==> config.mk <==
export PLATFORM = sky130hd
export DESIGN_NAME = core_ldst_top
export DESIGN_NICKNAME = d
export VERILOG_FILES = /design/src/common/core_pkg.sv /design/src/ldst/execute_ldst.sv /design/src/ldst/ldst_arbiter.sv /design/src/ldst/data_port.sv /design/src/interrupt_entry.sv /design/src/core_ldst_top.sv
export VERILOG_INCLUDE_DIRS = /design/src /design/src/common
export SDC_FILE = /design/constraint.sdc
export NUM_CORES = 1
export LEC_CHECK = 0
export ABC_CLOCK_PERIOD_IN_PS = 5600
export BUFFER_PORTS_ARGS = -buffer_cell sky130_fd_sc_hd__buf_2
export CAP_MARGIN = 10
export CORE_UTILIZATION = 45
export CTS_BUF_LIST = sky130_fd_sc_hd__clkbuf_4 sky130_fd_sc_hd__clkbuf_8 sky130_fd_sc_hd__clkbuf_16
export CTS_CLUSTER_DIAMETER = 100
export DETAILED_ROUTE_END_ITERATION = 6
export PLACE_DENSITY = 0.81
export SLEW_MARGIN = 5
export SYNTH_ARGS = -nofsm -noshare
export SYNTH_HDL_FRONTEND = slang
export SYNTH_SLANG_ARGS = --single-unit
==> constraint.sdc <==
create_clock -name iCLOCK -period 5.6 [get_ports iCLOCK]
set_input_delay 0.28 -clock iCLOCK [delete_from_list [all_inputs] [get_ports iCLOCK]]
set_output_delay 0.28 -clock iCLOCK [all_outputs]
set_load 0.005 [all_outputs]
==> src/common/core_settings.svh <==
// ------------------------------------------------------------
// Width and size macros shared by the load/store core
// ------------------------------------------------------------
`ifndef CORE_SETTINGS_SVH
`define CORE_SETTINGS_SVH

// Data word and byte address width
`define CORE_DATA_W 32

// External interrupt number width
`define CORE_IRQ_NUM_W 6

// Bytes per interrupt descriptor table entry
`define CORE_IDT_ENTRY_BYTES 4

`endif

==> src/common/core_pkg.sv <==
// ------------------------------------------------------------
// Types for the load/store path and interrupt entry
// ------------------------------------------------------------
`default_nettype none

`include "core_settings.svh"

package core_pkg;

	typedef logic [`CORE_DATA_W-1:0] word_t;

	// Byte address as wide as a data word
	typedef logic [`CORE_DATA_W-1:0] addr_t;

	// Access size where 3 means none
	typedef enum logic [1:0] {
		LDST_BYTE = 2'd0,
		LDST_HALF = 2'd1,
		LDST_WORD = 2'd2,
		LDST_NONE = 2'd3
	} ldst_order_t;

	// One memory access
	// rw is 1 for a write and 0 for a read
	typedef struct packed {
		logic        rw;
		ldst_order_t order;
		addr_t       addr;
		word_t       data;
	} ldst_req_t;

	typedef logic [`CORE_IRQ_NUM_W-1:0] irq_num_t;

endpackage

`default_nettype wire

==> src/ldst/execute_ldst.sv <==
// ------------------------------------------------------------
// Execute-side load/store unit with lane alignment
// ------------------------------------------------------------
`timescale 1ns/1ns
`default_nettype none

module execute_ldst import core_pkg::*; (
	input  wire        iCLOCK,
	input  wire        rst_n,
	input  wire        exe_req,
	input  ldst_req_t  exe_cmd,
	output logic       exe_busy,
	output logic       exe_resp_valid,
	output word_t      exe_resp_data,
	// Shared memory path
	output logic       mem_req,
	output ldst_req_t  mem_cmd,
	input  wire        mem_busy,
	input  wire        mem_valid,
	input  word_t      mem_rdata
);

	typedef enum logic [1:0] {
		EXE_IDLE,
		EXE_REQ,
		EXE_WAIT
	} exe_state_t;

	exe_state_t state;

	// Store data moved into the lane picked by the low address bits
	function automatic word_t store_lane(input ldst_req_t cmd);
		case (cmd.order)
			LDST_BYTE: return word_t'(cmd.data[7:0]) << {cmd.addr[1:0], 3'b000};
			LDST_HALF: return word_t'(cmd.data[15:0]) << {cmd.addr[1], 4'b0000};
			default:   return cmd.data;
		endcase
	endfunction

	// Load data brought down to bit 0, zero-extended
	function automatic word_t load_align(input word_t rdata, input ldst_req_t cmd);
		word_t shifted;
		shifted = rdata >> {cmd.addr[1:0], 3'b000};
		case (cmd.order)
			LDST_BYTE: return word_t'(shifted[7:0]);
			LDST_HALF: return cmd.addr[1] ? word_t'(rdata[31:16]) : word_t'(rdata[15:0]);
			default:   return rdata;
		endcase
	endfunction

	assign exe_busy = (state != EXE_IDLE);
	assign mem_req  = (state == EXE_REQ);

	always_ff @(posedge iCLOCK) begin
		if (!rst_n) begin
			state          <= EXE_IDLE;
			exe_resp_valid <= 1'b0;
		end else begin
			exe_resp_valid <= 1'b0;
			case (state)
				EXE_IDLE: begin
					if (exe_req) begin
						state <= EXE_REQ;
					end
				end
				EXE_REQ: begin
					// Held until the arbiter is free
					if (!mem_busy) begin
						state <= EXE_WAIT;
					end
				end
				EXE_WAIT: begin
					if (mem_valid) begin
						exe_resp_valid <= 1'b1;
						state          <= EXE_IDLE;
					end
				end
				default: state <= EXE_IDLE;
			endcase
		end
	end

	// Captured request and load result
	always_ff @(posedge iCLOCK) begin
		if (state == EXE_IDLE && exe_req) begin
			mem_cmd.rw    <= exe_cmd.rw;
			mem_cmd.order <= exe_cmd.order;
			mem_cmd.addr  <= exe_cmd.addr;
			mem_cmd.data  <= store_lane(exe_cmd);
		end
		if (state == EXE_WAIT && mem_valid) begin
			exe_resp_data <= load_align(mem_rdata, mem_cmd);
		end
	end

endmodule

`default_nettype wire

==> src/ldst/ldst_arbiter.sv <==
// ------------------------------------------------------------
// Arbiter between execute and interrupt entry on the data path
// ------------------------------------------------------------
`timescale 1ns/1ns
`default_nettype none

module ldst_arbiter import core_pkg::*; (
	input  wire        iCLOCK,
	input  wire        rst_n,
	// Execute unit
	input  wire        exe_req,
	input  ldst_req_t  exe_cmd,
	output logic       exe_busy,
	output logic       exe_valid,
	output word_t      exe_rdata,
	// Interrupt entry
	input  wire        irq_req,
	input  ldst_req_t  irq_cmd,
	output logic       irq_busy,
	output logic       irq_valid,
	output word_t      irq_rdata,
	// Data port
	output logic       port_req,
	output ldst_req_t  port_cmd,
	input  wire        port_busy,
	input  wire        port_valid,
	input  word_t      port_rdata
);

	logic in_flight;
	logic owner_irq;
	logic path_free;
	logic grant_irq;
	logic grant_exe;

	assign path_free = !in_flight && !port_busy;

	// Interrupt entry wins a tie
	assign grant_irq = path_free && irq_req;
	assign grant_exe = path_free && exe_req && !irq_req;

	assign irq_busy = !path_free;
	assign exe_busy = !path_free || irq_req;

	assign port_req = grant_irq || grant_exe;
	assign port_cmd = grant_irq ? irq_cmd : exe_cmd;

	// Response only to the owner
	assign irq_valid = port_valid && in_flight && owner_irq;
	assign exe_valid = port_valid && in_flight && !owner_irq;
	assign irq_rdata = port_rdata;
	assign exe_rdata = port_rdata;

	always_ff @(posedge iCLOCK) begin
		if (!rst_n) begin
			in_flight <= 1'b0;
			owner_irq <= 1'b0;
		end else if (port_req) begin
			in_flight <= 1'b1;
			owner_irq <= grant_irq;
		end else if (port_valid) begin
			in_flight <= 1'b0;
		end
	end

endmodule

`default_nettype wire

==> src/ldst/data_port.sv <==
// ------------------------------------------------------------
// Data memory port with one outstanding transaction
// ------------------------------------------------------------
`timescale 1ns/1ns
`default_nettype none

module data_port import core_pkg::*; (
	input  wire        iCLOCK,
	input  wire        rst_n,
	// Arbiter side
	input  wire        req,
	input  ldst_req_t  cmd,
	output logic       busy,
	output logic       valid,
	output word_t      rdata,
	// External memory
	output logic       data_req,
	input  wire        data_lock,
	output ldst_req_t  data_cmd,
	input  wire        data_valid,
	input  word_t      data_rdata
);

	logic outstanding;
	logic take;

	assign take = req && !outstanding;

	// Busy from acceptance until memory answers
	assign busy = outstanding;

	// Completion goes back in the same cycle
	assign valid = data_valid && outstanding;
	assign rdata = data_rdata;

	always_ff @(posedge iCLOCK) begin
		if (!rst_n) begin
			outstanding <= 1'b0;
			data_req    <= 1'b0;
		end else begin
			if (take) begin
				outstanding <= 1'b1;
				data_req    <= 1'b1;
			end else begin
				// Memory took it once lock is low
				if (data_req && !data_lock) begin
					data_req <= 1'b0;
				end
				if (data_valid) begin
					outstanding <= 1'b0;
				end
			end
		end
	end

	always_ff @(posedge iCLOCK) begin
		if (take) begin
			data_cmd <= cmd;
		end
	end

endmodule

`default_nettype wire

==> src/interrupt_entry.sv <==
// ------------------------------------------------------------
// Interrupt entry that reads the descriptor table and jumps
// ------------------------------------------------------------
`timescale 1ns/1ns
`default_nettype none

`include "core_settings.svh"

module interrupt_entry import core_pkg::*; (
	input  wire        iCLOCK,
	input  wire        rst_n,
	input  wire        irq_valid,
	input  irq_num_t   irq_num,
	output logic       irq_ack,
	input  addr_t      idtr,
	output logic       jump_valid,
	output addr_t      jump_addr,
	// Shared memory path
	output logic       mem_req,
	output ldst_req_t  mem_cmd,
	input  wire        mem_busy,
	input  wire        mem_valid,
	input  word_t      mem_rdata
);

	typedef enum logic [1:0] {
		IRQ_IDLE,
		IRQ_READ,
		IRQ_WAIT
	} irq_state_t;

	irq_state_t state;
	irq_num_t   irq_num_q;

	// Table entry address from the latched number
	assign mem_cmd.rw    = 1'b0;
	assign mem_cmd.order = LDST_WORD;
	assign mem_cmd.addr  = idtr + addr_t'(irq_num_q) * addr_t'(`CORE_IDT_ENTRY_BYTES);
	assign mem_cmd.data  = '0;

	assign mem_req = (state == IRQ_READ);

	always_ff @(posedge iCLOCK) begin
		if (!rst_n) begin
			state      <= IRQ_IDLE;
			irq_ack    <= 1'b0;
			jump_valid <= 1'b0;
		end else begin
			irq_ack    <= 1'b0;
			jump_valid <= 1'b0;
			case (state)
				IRQ_IDLE: begin
					if (irq_valid) begin
						irq_ack <= 1'b1;
						state   <= IRQ_READ;
					end
				end
				IRQ_READ: begin
					// Arbiter takes the read once busy drops
					if (!mem_busy) begin
						state <= IRQ_WAIT;
					end
				end
				IRQ_WAIT: begin
					if (mem_valid) begin
						jump_valid <= 1'b1;
						state      <= IRQ_IDLE;
					end
				end
				default: state <= IRQ_IDLE;
			endcase
		end
	end

	// Number and handler address
	always_ff @(posedge iCLOCK) begin
		if (state == IRQ_IDLE && irq_valid) begin
			irq_num_q <= irq_num;
		end
		if (state == IRQ_WAIT && mem_valid) begin
			jump_addr <= addr_t'(mem_rdata);
		end
	end

endmodule

`default_nettype wire

==> src/core_ldst_top.sv <==
// ------------------------------------------------------------
// Load/store core top with execute unit, interrupt entry,
// arbiter and data memory port
// ------------------------------------------------------------
`timescale 1ns/1ns
`default_nettype none

module core_ldst_top import core_pkg::*; (
	input  wire        iCLOCK,
	input  wire        rst_n,
	// Execute side
	input  wire        exe_req,
	input  ldst_req_t  exe_cmd,
	output logic       exe_busy,
	output logic       exe_resp_valid,
	output word_t      exe_resp_data,
	// Interrupt
	input  wire        irq_valid,
	input  irq_num_t   irq_num,
	output logic       irq_ack,
	input  addr_t      idtr,
	output logic       jump_valid,
	output addr_t      jump_addr,
	// Data memory
	output logic       data_req,
	input  wire        data_lock,
	output ldst_req_t  data_cmd,
	input  wire        data_valid,
	input  word_t      data_rdata
);

	// Execute unit to arbiter
	logic      exe2arb_req;
	ldst_req_t exe2arb_cmd;
	logic      arb2exe_busy;
	logic      arb2exe_valid;
	word_t     arb2exe_rdata;

	// Interrupt entry to arbiter
	logic      irq2arb_req;
	ldst_req_t irq2arb_cmd;
	logic      arb2irq_busy;
	logic      arb2irq_valid;
	word_t     arb2irq_rdata;

	// Arbiter to data port
	logic      arb2port_req;
	ldst_req_t arb2port_cmd;
	logic      port2arb_busy;
	logic      port2arb_valid;
	word_t     port2arb_rdata;

	execute_ldst execute_unit (
		.iCLOCK(iCLOCK),
		.rst_n(rst_n),
		.exe_req(exe_req),
		.exe_cmd(exe_cmd),
		.exe_busy(exe_busy),
		.exe_resp_valid(exe_resp_valid),
		.exe_resp_data(exe_resp_data),
		.mem_req(exe2arb_req),
		.mem_cmd(exe2arb_cmd),
		.mem_busy(arb2exe_busy),
		.mem_valid(arb2exe_valid),
		.mem_rdata(arb2exe_rdata)
	);

	interrupt_entry irq_entry (
		.iCLOCK(iCLOCK),
		.rst_n(rst_n),
		.irq_valid(irq_valid),
		.irq_num(irq_num),
		.irq_ack(irq_ack),
		.idtr(idtr),
		.jump_valid(jump_valid),
		.jump_addr(jump_addr),
		.mem_req(irq2arb_req),
		.mem_cmd(irq2arb_cmd),
		.mem_busy(arb2irq_busy),
		.mem_valid(arb2irq_valid),
		.mem_rdata(arb2irq_rdata)
	);

	ldst_arbiter ldst_arb (
		.iCLOCK(iCLOCK),
		.rst_n(rst_n),
		.exe_req(exe2arb_req),
		.exe_cmd(exe2arb_cmd),
		.exe_busy(arb2exe_busy),
		.exe_valid(arb2exe_valid),
		.exe_rdata(arb2exe_rdata),
		.irq_req(irq2arb_req),
		.irq_cmd(irq2arb_cmd),
		.irq_busy(arb2irq_busy),
		.irq_valid(arb2irq_valid),
		.irq_rdata(arb2irq_rdata),
		.port_req(arb2port_req),
		.port_cmd(arb2port_cmd),
		.port_busy(port2arb_busy),
		.port_valid(port2arb_valid),
		.port_rdata(port2arb_rdata)
	);

	data_port dport (
		.iCLOCK(iCLOCK),
		.rst_n(rst_n),
		.req(arb2port_req),
		.cmd(arb2port_cmd),
		.busy(port2arb_busy),
		.valid(port2arb_valid),
		.rdata(port2arb_rdata),
		.data_req(data_req),
		.data_lock(data_lock),
		.data_cmd(data_cmd),
		.data_valid(data_valid),
		.data_rdata(data_rdata)
	);

endmodule

`default_nettype wire

==> impl_metrics.toml, run 1 <==
[grt]
grt-ovfl-total = 0
grt_max_degree = 71
antenna_found_initial = 2
first_global_vias = 6710
grt_usage_pct = 23.47
grt_pass1_wl_um = 35840

[synthesis]
synth_area_sq_um = 8776
synth.avg_cell_area_sq_um = 14.11
synth-seq-cells = 215
synth_enable_flop_cells = 204
synth_top_area_cell = "edfxtp_1"
ys_warn_count = 0
synth_cell_types = 50
syn-instance-count = 622
ys_seq_area_share_pct = 72.31
yosys-top-cells-area = "edfxtp_1 (70%), nand2_1 (3.3%), nor2b_1 (2.9%)"
synth-async-reset-ratio_pct = 0
synthTopCellsByCount = "edfxtp_1 (204), nand2_1 (78), o21ai_0 (44)"
netlist.area_leader.share_pct = 69.80
synth_ff_type = "edfxtp_1"
syn-num-nets = 772
synth_most_common_cell = "edfxtp_1"

[cts]
cts-resized-gates = 0
cts_hold_buf = 66
htreeDepth = 1
clock-sinks = 215
cts-root-buf = "clkbuf_16"
postCtsSetupBuffers = 0
numCtsBuffers = 23
clkLatencyLatePin_ns = 0.50
cts_tree = "done"
clkTransAtPathRegs_ns = 0.06
cts_buffer_depth = 3

[outcome]
status = "complete, no violations"

[hold_path]
holdCritStartpoint = "rst_n"
hold_path.class = "in -> reg"

[critical_path]
endpoint = "dport.data_cmd[1]"
rrSetupSlack_ns = 2.87
reg2reg_to = "dport.data_cmd[1]"
crit_required_ns = 5.71
worstSetupPathType = "reg -> reg"
cp_max_fo = 70
worstRegToRegCells = 3
r2r_start = "irq_entry.state[1]"
crit_path_end_kind = "register"
worstPathArrival_ns = 2.84
start_kind = "register"
worstSetupStartpoint = "irq_entry.state[1]"

[placed_design]
gp_congestion = 0.8469
place_hpwl_um = 15680
port_buffers = 278
dpl_worst_slack_ns = 2.922

[power_and_ir_drop]
ir_drop_v = 0.0002776
powerDensity_nw_per_um2 = 401.7
power.leakage_nw = 4.720

[layout]
nets = 1121
drive_gt1_share_pct = 34.04
syn_to_final_growth_pct = 35.34

[sta]
timing.final.crit_period_ns = 2.734
fin_setup_tns_ns = 0
max_slew.worst_pin.slew_ns = 0.9986
holdWs_ns = 0.03622
slew_violations = 0
hold_viol_final = 0
fin_skew_ns = 0.01432
rsz0062_at_grt = "false"
clock.fmax_mhz = 365.8
fin_ws_ns = 2.866
timing.final.crit_share_pct = 48.82
finalSetupViolCount = 0
slew_headroom_pct = 33.42

[run]
drv_cap = 0

[floorplan]
core_sq_um = 18890
io-pin-count = 279
die_h_um = 141.7
initial_core_util_pct = 46.45
die_area_sq_um = 20060
die_w_um = 141.7
num_rows = 50

[route]
drtPass1Iterations = 5
initialDrtViolationCount = 483
wirelength_um = 24140
vias = 6637
drc = 0
routedWlPerCell_um = 19.33
drt-vias-per-instance = 5.314
postRouteAntennaNets = 0
[flip-flops by register name, summed over array words and instances (netlist names), 2 cells and up]
signal and count:
dport.data_cmd 67, execute_unit.mem_cmd 67, execute_unit.exe_resp_data 32, irq_entry.jump_addr 32, irq_entry.irq_num_q 6, execute_unit.state 2, irq_entry.state 2
[power by group]
part / internal (mW) / switching [mW]
combinational: 0.357 / 0.605
clock: 0.892 / 0.605
sequential: 2.19 / 0.119
total: 3.44 / 1.33
[cells in the final DEF (no fill, tap or decap), types with 4 or more instances in the layout]
cell type,synthesis,routed
clkinv_1,1,6
inv_1,6,6
o21ai_1,7,7
a22oi_1,10,10
o2111ai_1,4,4
nor2_1,19,18
mux2_2,4,4
buf_4,0,6
a31oi_1,6,6
o21ai_0,44,44
nand4_1,5,5
clkbuf_16,0,23
nor2b_1,41,41
dlygate4sd3_1,0,67
o211ai_1,6,6
xor2_1,18,18
and4_1,4,4
mux2i_1,4,4
dfxtp_1,11,11
ha_1,6,6
nand3_1,13,13
buf_2,2,278
a22o_1,21,21
edfxtp_1,204,204
nand2_1,78,77
clkinv_2,0,8
and2_1,25,25
a21oi_1,14,14
nand2b_1,5,5
[kinds of logic (layout without fill, tap and decap cells)]
group	Yosys count	count (layout)	synth area share (%)
DFF	215	215	72.31
xor gates and xnor gates	20	20	1.996
muxes	8	8	0.9695
buffers and inverters	34	399	1.568
and+or+nand+nor	213	213	12.63
other	0	2	0
adders and majority gates	7	7	1.084
AOI/OAI and AO/OA	125	125	9.438
[stage by stage]
step	instances	utilization (%)	instance area [sq um]	power [mW]
finish	1249	62.87	11880	4.772
global route	1248	62.85	11880	4.960
CTS	1246	62.79	11860	4.783
detailed placement	1139	55.37	10460	3.255
global placement	1139	55.37	10460	3.219
floorplan	622	-	8776	2.799
[final cells by class]
class	count	area, sq um
multi-input cells	373	2327
fillers	1429	7015
repair buffers	351	2107
well taps	260	325.3
clock inverters	17	157.7
diodes	2	5.005
clock buffers	24	583.1
inverters	7	26.28
flip-flops and latches	215	6346
[worst max-delay path, cell delays in order (launching register included)]
cell	delay, ns
dfxtp_1	0.36
nand2b_1	0.21
or3_2	0.83
nand2_4	0.90
[worst min-delay path by stage]
stage	cells past startpoint	end
final	2	irq_entry.irq_ack
after global routing	1	irq_entry.jump_addr[14]
after CTS	2	irq_entry.irq_ack
after detailed placement	1	execute_unit.mem_cmd[46]
after global placement	1	execute_unit.mem_cmd[50]
after floorplan	0	execute_unit.mem_cmd[32]
[layer usage]
layer,wire (um),vias to the layer above,global-route usage (%),share of wire [%]
met5,0,-,0,0
met4,922,0,10.70,3.8
met3,1730,76,4.354,7.2
met2,12580,369,43.06,52
met1,8903,3166,26.44,37
li1,-,3026,-,-
No activity file was read; power rests on OpenSTA's default activity.
==> run 2, diff against run 1 <==
ABC_CLOCK_PERIOD_IN_PS = 2600   (was 5600)
clock period = 2.6 ns   (was 5.6 ns; I/O delays follow)
==> run 2 against run 1 <==
Effect of this change:
- final cell count up 4.2%
- hold slack got worse by 0.0081 ns
- setup slack worse by 2.7 ns
- global-route usage is 0.83 points higher
- highest routed layer is now met5
- wire length is 2.3% higher
- critical path type unchanged
- sequential share of layout area is 2.5 points lower
==> impl_metrics.toml, run 2 (synthesis results as in run 1) <==
[layout]
fin_util_pct = 65.99
nets = 1173
final_common_cell = "buf_2"
reg_top3 = "dport.data_cmd x67, execute_unit.mem_cmd x67"
drive_gt1_share_pct = 33.01
final_cell_area_sq_um = 12470
fin_cells = 1302
syn_to_final_growth_pct = 42.06
layout_common_cells = "buf_2 (278), edfxtp_1 (204), dlygate4sd3_1 (112), nand2_1 (77), o21ai_0 (44)"

[critical_path]
crit_path_end_kind = "register"
cp_max_fo = 11
worstSetupPathType = "reg -> reg"
crit_required_ns = 2.84
worstPathArrival_ns = 2.65
cp_top_family = "compound AO/OA/AOI/OAI gates"
path_cells = "ha_1, fa_1, a21o_1, a221o_2, nand3_1, xor2_1, o21ai_0"
start_kind = "register"
crit_buf_inv = 0
crit_path_top_delay_cell = "a221o_2"
slowest_delay_ns = 0.46

[floorplan]
die_h_um = 141.7
io-pin-count = 279
die_w_um = 141.7
core_sq_um = 18890
die_area_sq_um = 20060
num_rows = 50
initial_core_util_pct = 46.45

[power_and_ir_drop]
power.leakage_nw = 4.976
powerDensity_nw_per_um2 = 850.6
ir_drop_v = 0.0005155

[cts]
clock-sinks = 215
numCtsBuffers = 23
cts_buffer_depth = 3
cts_tree = "done"
clkTransAtPathRegs_ns = 0.06
clkLatencyLatePin_ns = 0.49
htreeDepth = 1
cts-root-buf = "clkbuf_16"

[run]
drv_cap = 0

[placed_design]
placement.cell_area_sq_um = 10540
port_buffers = 278
place_inst = 1146
place_hpwl_um = 15770
gp_congestion = 0.8567
dpl_worst_slack_ns = 0.1220

[sta]
clock.fmax_mhz = 413.7
max_slew.worst_pin.slew_ns = 0.6262
slew_violations = 0
timing.final.crit_period_ns = 2.417
holdWs_ns = 0.02817
rsz0062_at_grt = "false"
timing.final.crit_share_pct = 92.97
finalSetupViolCount = 0
hold_viol_final = 0
slew_headroom_pct = 58.10
fin_ws_ns = 0.1829
fin_skew_ns = 0.009505

[grt]
grt_usage_pct = 24.30
grt_max_degree = 68
antenna_found_initial = 4
grt-ovfl-total = 0
grt_pass1_wl_um = 37450
first_global_vias = 7123

[route]
postRouteAntennaNets = 0
drc = 0
wirelength_um = 24710
drtPass1Iterations = 4
drt-vias-per-instance = 5.210
vias = 6783
routedWlPerCell_um = 18.98
initialDrtViolationCount = 486

[hold_path]
hold_path.class = "in -> reg"

[outcome]
status = "complete, no violations"
==> run 2: layout make-up <==
| type | count | area (sq um) |
|---|---|---|
| diodes | 3 | 7.507 |
| clock buffers | 29 | 645.6 |
| clock inverters | 12 | 153.9 |
| fillers | 1364 | 6426 |
| inverters | 7 | 26.28 |
| multi-input cells | 373 | 2327 |
| flip-flops and latches | 215 | 6346 |
| well taps | 260 | 325.3 |
| repair buffers | 403 | 2635 |
==> run 2: worst reg2reg max path, delay by kind of cell (launching register included) <==
family / cells / cell delay [ns]
AOI/OAI and AO/OA: 3 / 0.76
adders and majority gates: 2 / 0.62
DFF: 1 / 0.38
xor gates and xnor gates: 1 / 0.16
and+or+nand+nor: 1 / 0.23
==> run 2: worst paths after layout <==
path	start	endpoint	slack [ns]	cells after the start
setup / recovery	irq_entry.irq_num_q[0]	dport.data_cmd[54]	0.18	7
setup reg to reg	irq_entry.irq_num_q[0]	dport.data_cmd[54]	0.18	7
hold / removal	exe_cmd[6]	execute_unit.mem_cmd[6]	0.03	2
hold reg to reg	execute_unit.mem_cmd[35]	dport.data_cmd[35]	0.52	2
==> run 2: layer usage <==
layer	GRT usage [%]	share of wire [%]	wire, um	up-vias
met5	0	0.053	13	-
met3	3.949	7.0	1723	73
met2	44.78	52	12790	341
li1	-	-	-	3139
met4	10.53	3.5	861	2
met1	27.80	38	9317	3228
==> run 2: what timing repair did <==
item,4_1_cts,5_1_grt
resized for setup,0,1
buffers inserted,0,0
hold buffers,112,0
endpoints found under the hold margin,140,0
setup endpoints to repair,0,2
==> run 2: metrics by stage <==
step / TNS, ns / power, mW
6_report: 0 / 10.60
5_1_grt: 0 / 11.04
4_1_cts: 0 / 10.63
3_5_place_dp: 0 / 7.086
3_3_place_gp: 0 / 7.011
2_1_floorplan: -54.16 / 6.004
==> run 2: report_power, final <==
part           switching (mW)  internal, mW
clock network            1.30          2.14
logic                    1.33         0.882
registers               0.248          4.70
==> run 3, diff against run 2 <==
PLACE_DENSITY = 0.73   (was 0.81)
==> run 3 against run 2 <==
Effect of this change:
- sequential power barely moved
- critical path depth did not move
- first-iteration DRC count fell by 7.6%
- flip-flop and latch count did not move
- clock skew fell by 0.0048 ns
- wire length fell by 4.7%
- register-to-register slack barely moved
- cell area rose by 0.16%
- setup slack got worse by 0.0013 ns
- global-route usage fell by 1.3 points
==> impl_metrics.toml, run 3 (synthesis results as in run 1) <==
[floorplan]
initial_core_util_pct = 46.45
num_rows = 50
die_area_sq_um = 20060
die_h_um = 141.7
io-pin-count = 279
core_sq_um = 18890
die_w_um = 141.7

[sta]
slew_headroom_pct = 52.87
timing.final.crit_period_ns = 2.418
clock.fmax_mhz = 413.5
fin_ws_ns = 0.1816
rsz0062_at_grt = "false"
holdWs_ns = 0.008280
fin_setup_tns_ns = 0
max_slew.worst_pin.slew_ns = 0.7055
fin_skew_ns = 0.004738
hold_viol_final = 0
timing.final.crit_share_pct = 93.02
slew_violations = 0
finalSetupViolCount = 0

[cts]
cts-root-buf = "clkbuf_16"
clock-sinks = 215
clkLatencyLatePin_ns = 0.50
postCtsSetupBuffers = 0
cts_buffer_depth = 3
numCtsBuffers = 23
htreeDepth = 1
cts_tree = "done"
clkTransAtPathRegs_ns = 0.06

[grt]
antenna_found_initial = 1
grt_pass1_wl_um = 35040
grt_usage_pct = 22.95
grt-ovfl-total = 0
first_global_vias = 6684
grt_max_degree = 68

[route]
drc = 0
routedWlPerCell_um = 17.99
drtPass1Iterations = 5
wirelength_um = 23540
drt-vias-per-instance = 5.152
postRouteAntennaNets = 0
initialDrtViolationCount = 449
vias = 6739

[layout]
fillers = 1367
syn_to_final_growth_pct = 42.29
drive_gt1_share_pct = 33.17
layout_common_cells = "buf_2 (278), edfxtp_1 (204), dlygate4sd3_1 (118), nand2_1 (77), o21ai_0 (44)"
fin_cells = 1308
fin_util_pct = 66.09
final_cell_area_sq_um = 12490
final_common_cell = "buf_2"
reg_top3 = "dport.data_cmd x67, execute_unit.mem_cmd x67"
nets = 1179

[critical_path]
reg2reg_to = "dport.data_cmd[54]"
rrSetupSlack_ns = 0.18
crit_required_ns = 2.83
worstSetupStartpoint = "irq_entry.irq_num_q[0]"
worstRegToRegCells = 7
crit_path_top_delay_cell = "a221o_2"
path_cells = "ha_1, fa_1, a21o_1, a221o_2, nand3_1, xor2_1, o21ai_0"
start_kind = "register"
worstPathArrival_ns = 2.65
slowest_delay_ns = 0.47
crit_path_end_kind = "register"
cp_max_fo = 11
endpoint = "dport.data_cmd[54]"
r2r_start = "irq_entry.irq_num_q[0]"
worstSetupPathType = "reg -> reg"

[run]
drv_cap = 0

[power_and_ir_drop]
power.share.sequential_pct = 47.7
power.leakage_nw = 4.994
powerDensity_nw_per_um2 = 830.7
power_frac_comb_pct = 21.1
power_frac_clock_pct = 31.2
p_int_mw = 7.546
finalPower_mw = 10.37
ir_drop_v = 0.0004881
power.switching_mw = 2.828
switching_share_pct = 27.26

[hold_path]
hold_path.class = "in -> reg"

[placed_design]
dpl_worst_slack_ns = 0.1404
gp_congestion = 0.8430
placement.cell_area_sq_um = 10540
place_inst = 1146
place_hpwl_um = 15450
port_buffers = 278

[outcome]
status = "complete, no violations"
## run 3: worst max-delay path, delay by kind of cell (launching register included)
family | cells | cell delay, ns
compound gates | 3 | 0.77
fa+ha+maj | 2 | 0.63
flops | 1 | 0.37
simple gates | 1 | 0.21
xor+xnor | 1 | 0.16
## run 3: cell type report
cell class | count | area (sq um) | share of cell area (%)
Multi-Input combinational cell | 373 | 2327 | 18.64
Timing Repair Buffer | 409 | 2695 | 21.58
Clock inverter | 12 | 115.1 | 0.9218
Antenna cell | 2 | 5.005 | 0.04008
Tap cell | 260 | 325.3 | 2.605
Clock buffer | 30 | 646.9 | 5.180
Inverter | 7 | 26.28 | 0.2104
Sequential cell | 215 | 6346 | 50.82
## run 3: power groups by stage
stage,sequential [mW],combinational [mW],clock [mW]
3_5_place_dp,5.01,2.06,0
3_3_place_gp,5.00,2.01,0
5_1_grt,5.00,2.40,3.43
4_1_cts,4.95,2.21,3.30
2_1_floorplan,5.01,0.992,0
6_report,4.95,2.19,3.24
## run 3: worst min path at each step
stage | end | cells past startpoint | slack, ns | startpoint
CTS | dport.data_cmd[53] | 3 | 0.002 | idtr[21]
floorplan | execute_unit.mem_cmd[32] | 0 | 0.23 | exe_cmd[32]
finish | dport.data_cmd[53] | 3 | 0.008 | idtr[21]
detailed placement | execute_unit.mem_cmd[45] | 1 | 0.31 | exe_cmd[45]
global route | dport.data_cmd[53] | 3 | 0.03 | idtr[21]
global placement | execute_unit.mem_cmd[49] | 1 | 0.31 | exe_cmd[49]
## run 3: layer usage
| metal | share of wire (%) | track usage (%) |
|---|---|---|
| met2 | 52 | 42.18 |
| met5 | 0 | 0 |
| met1 | 37 | 25.78 |
| met4 | 4.0 | 10.70 |
| met3 | 7.0 | 4.117 |
## run 3: timing repair
action                     in CTS  in global routing
hold buffers                  118                  0
setup endpoints to repair       0                  5
resized for setup               0                  1
hold endpoints to repair      139                  0
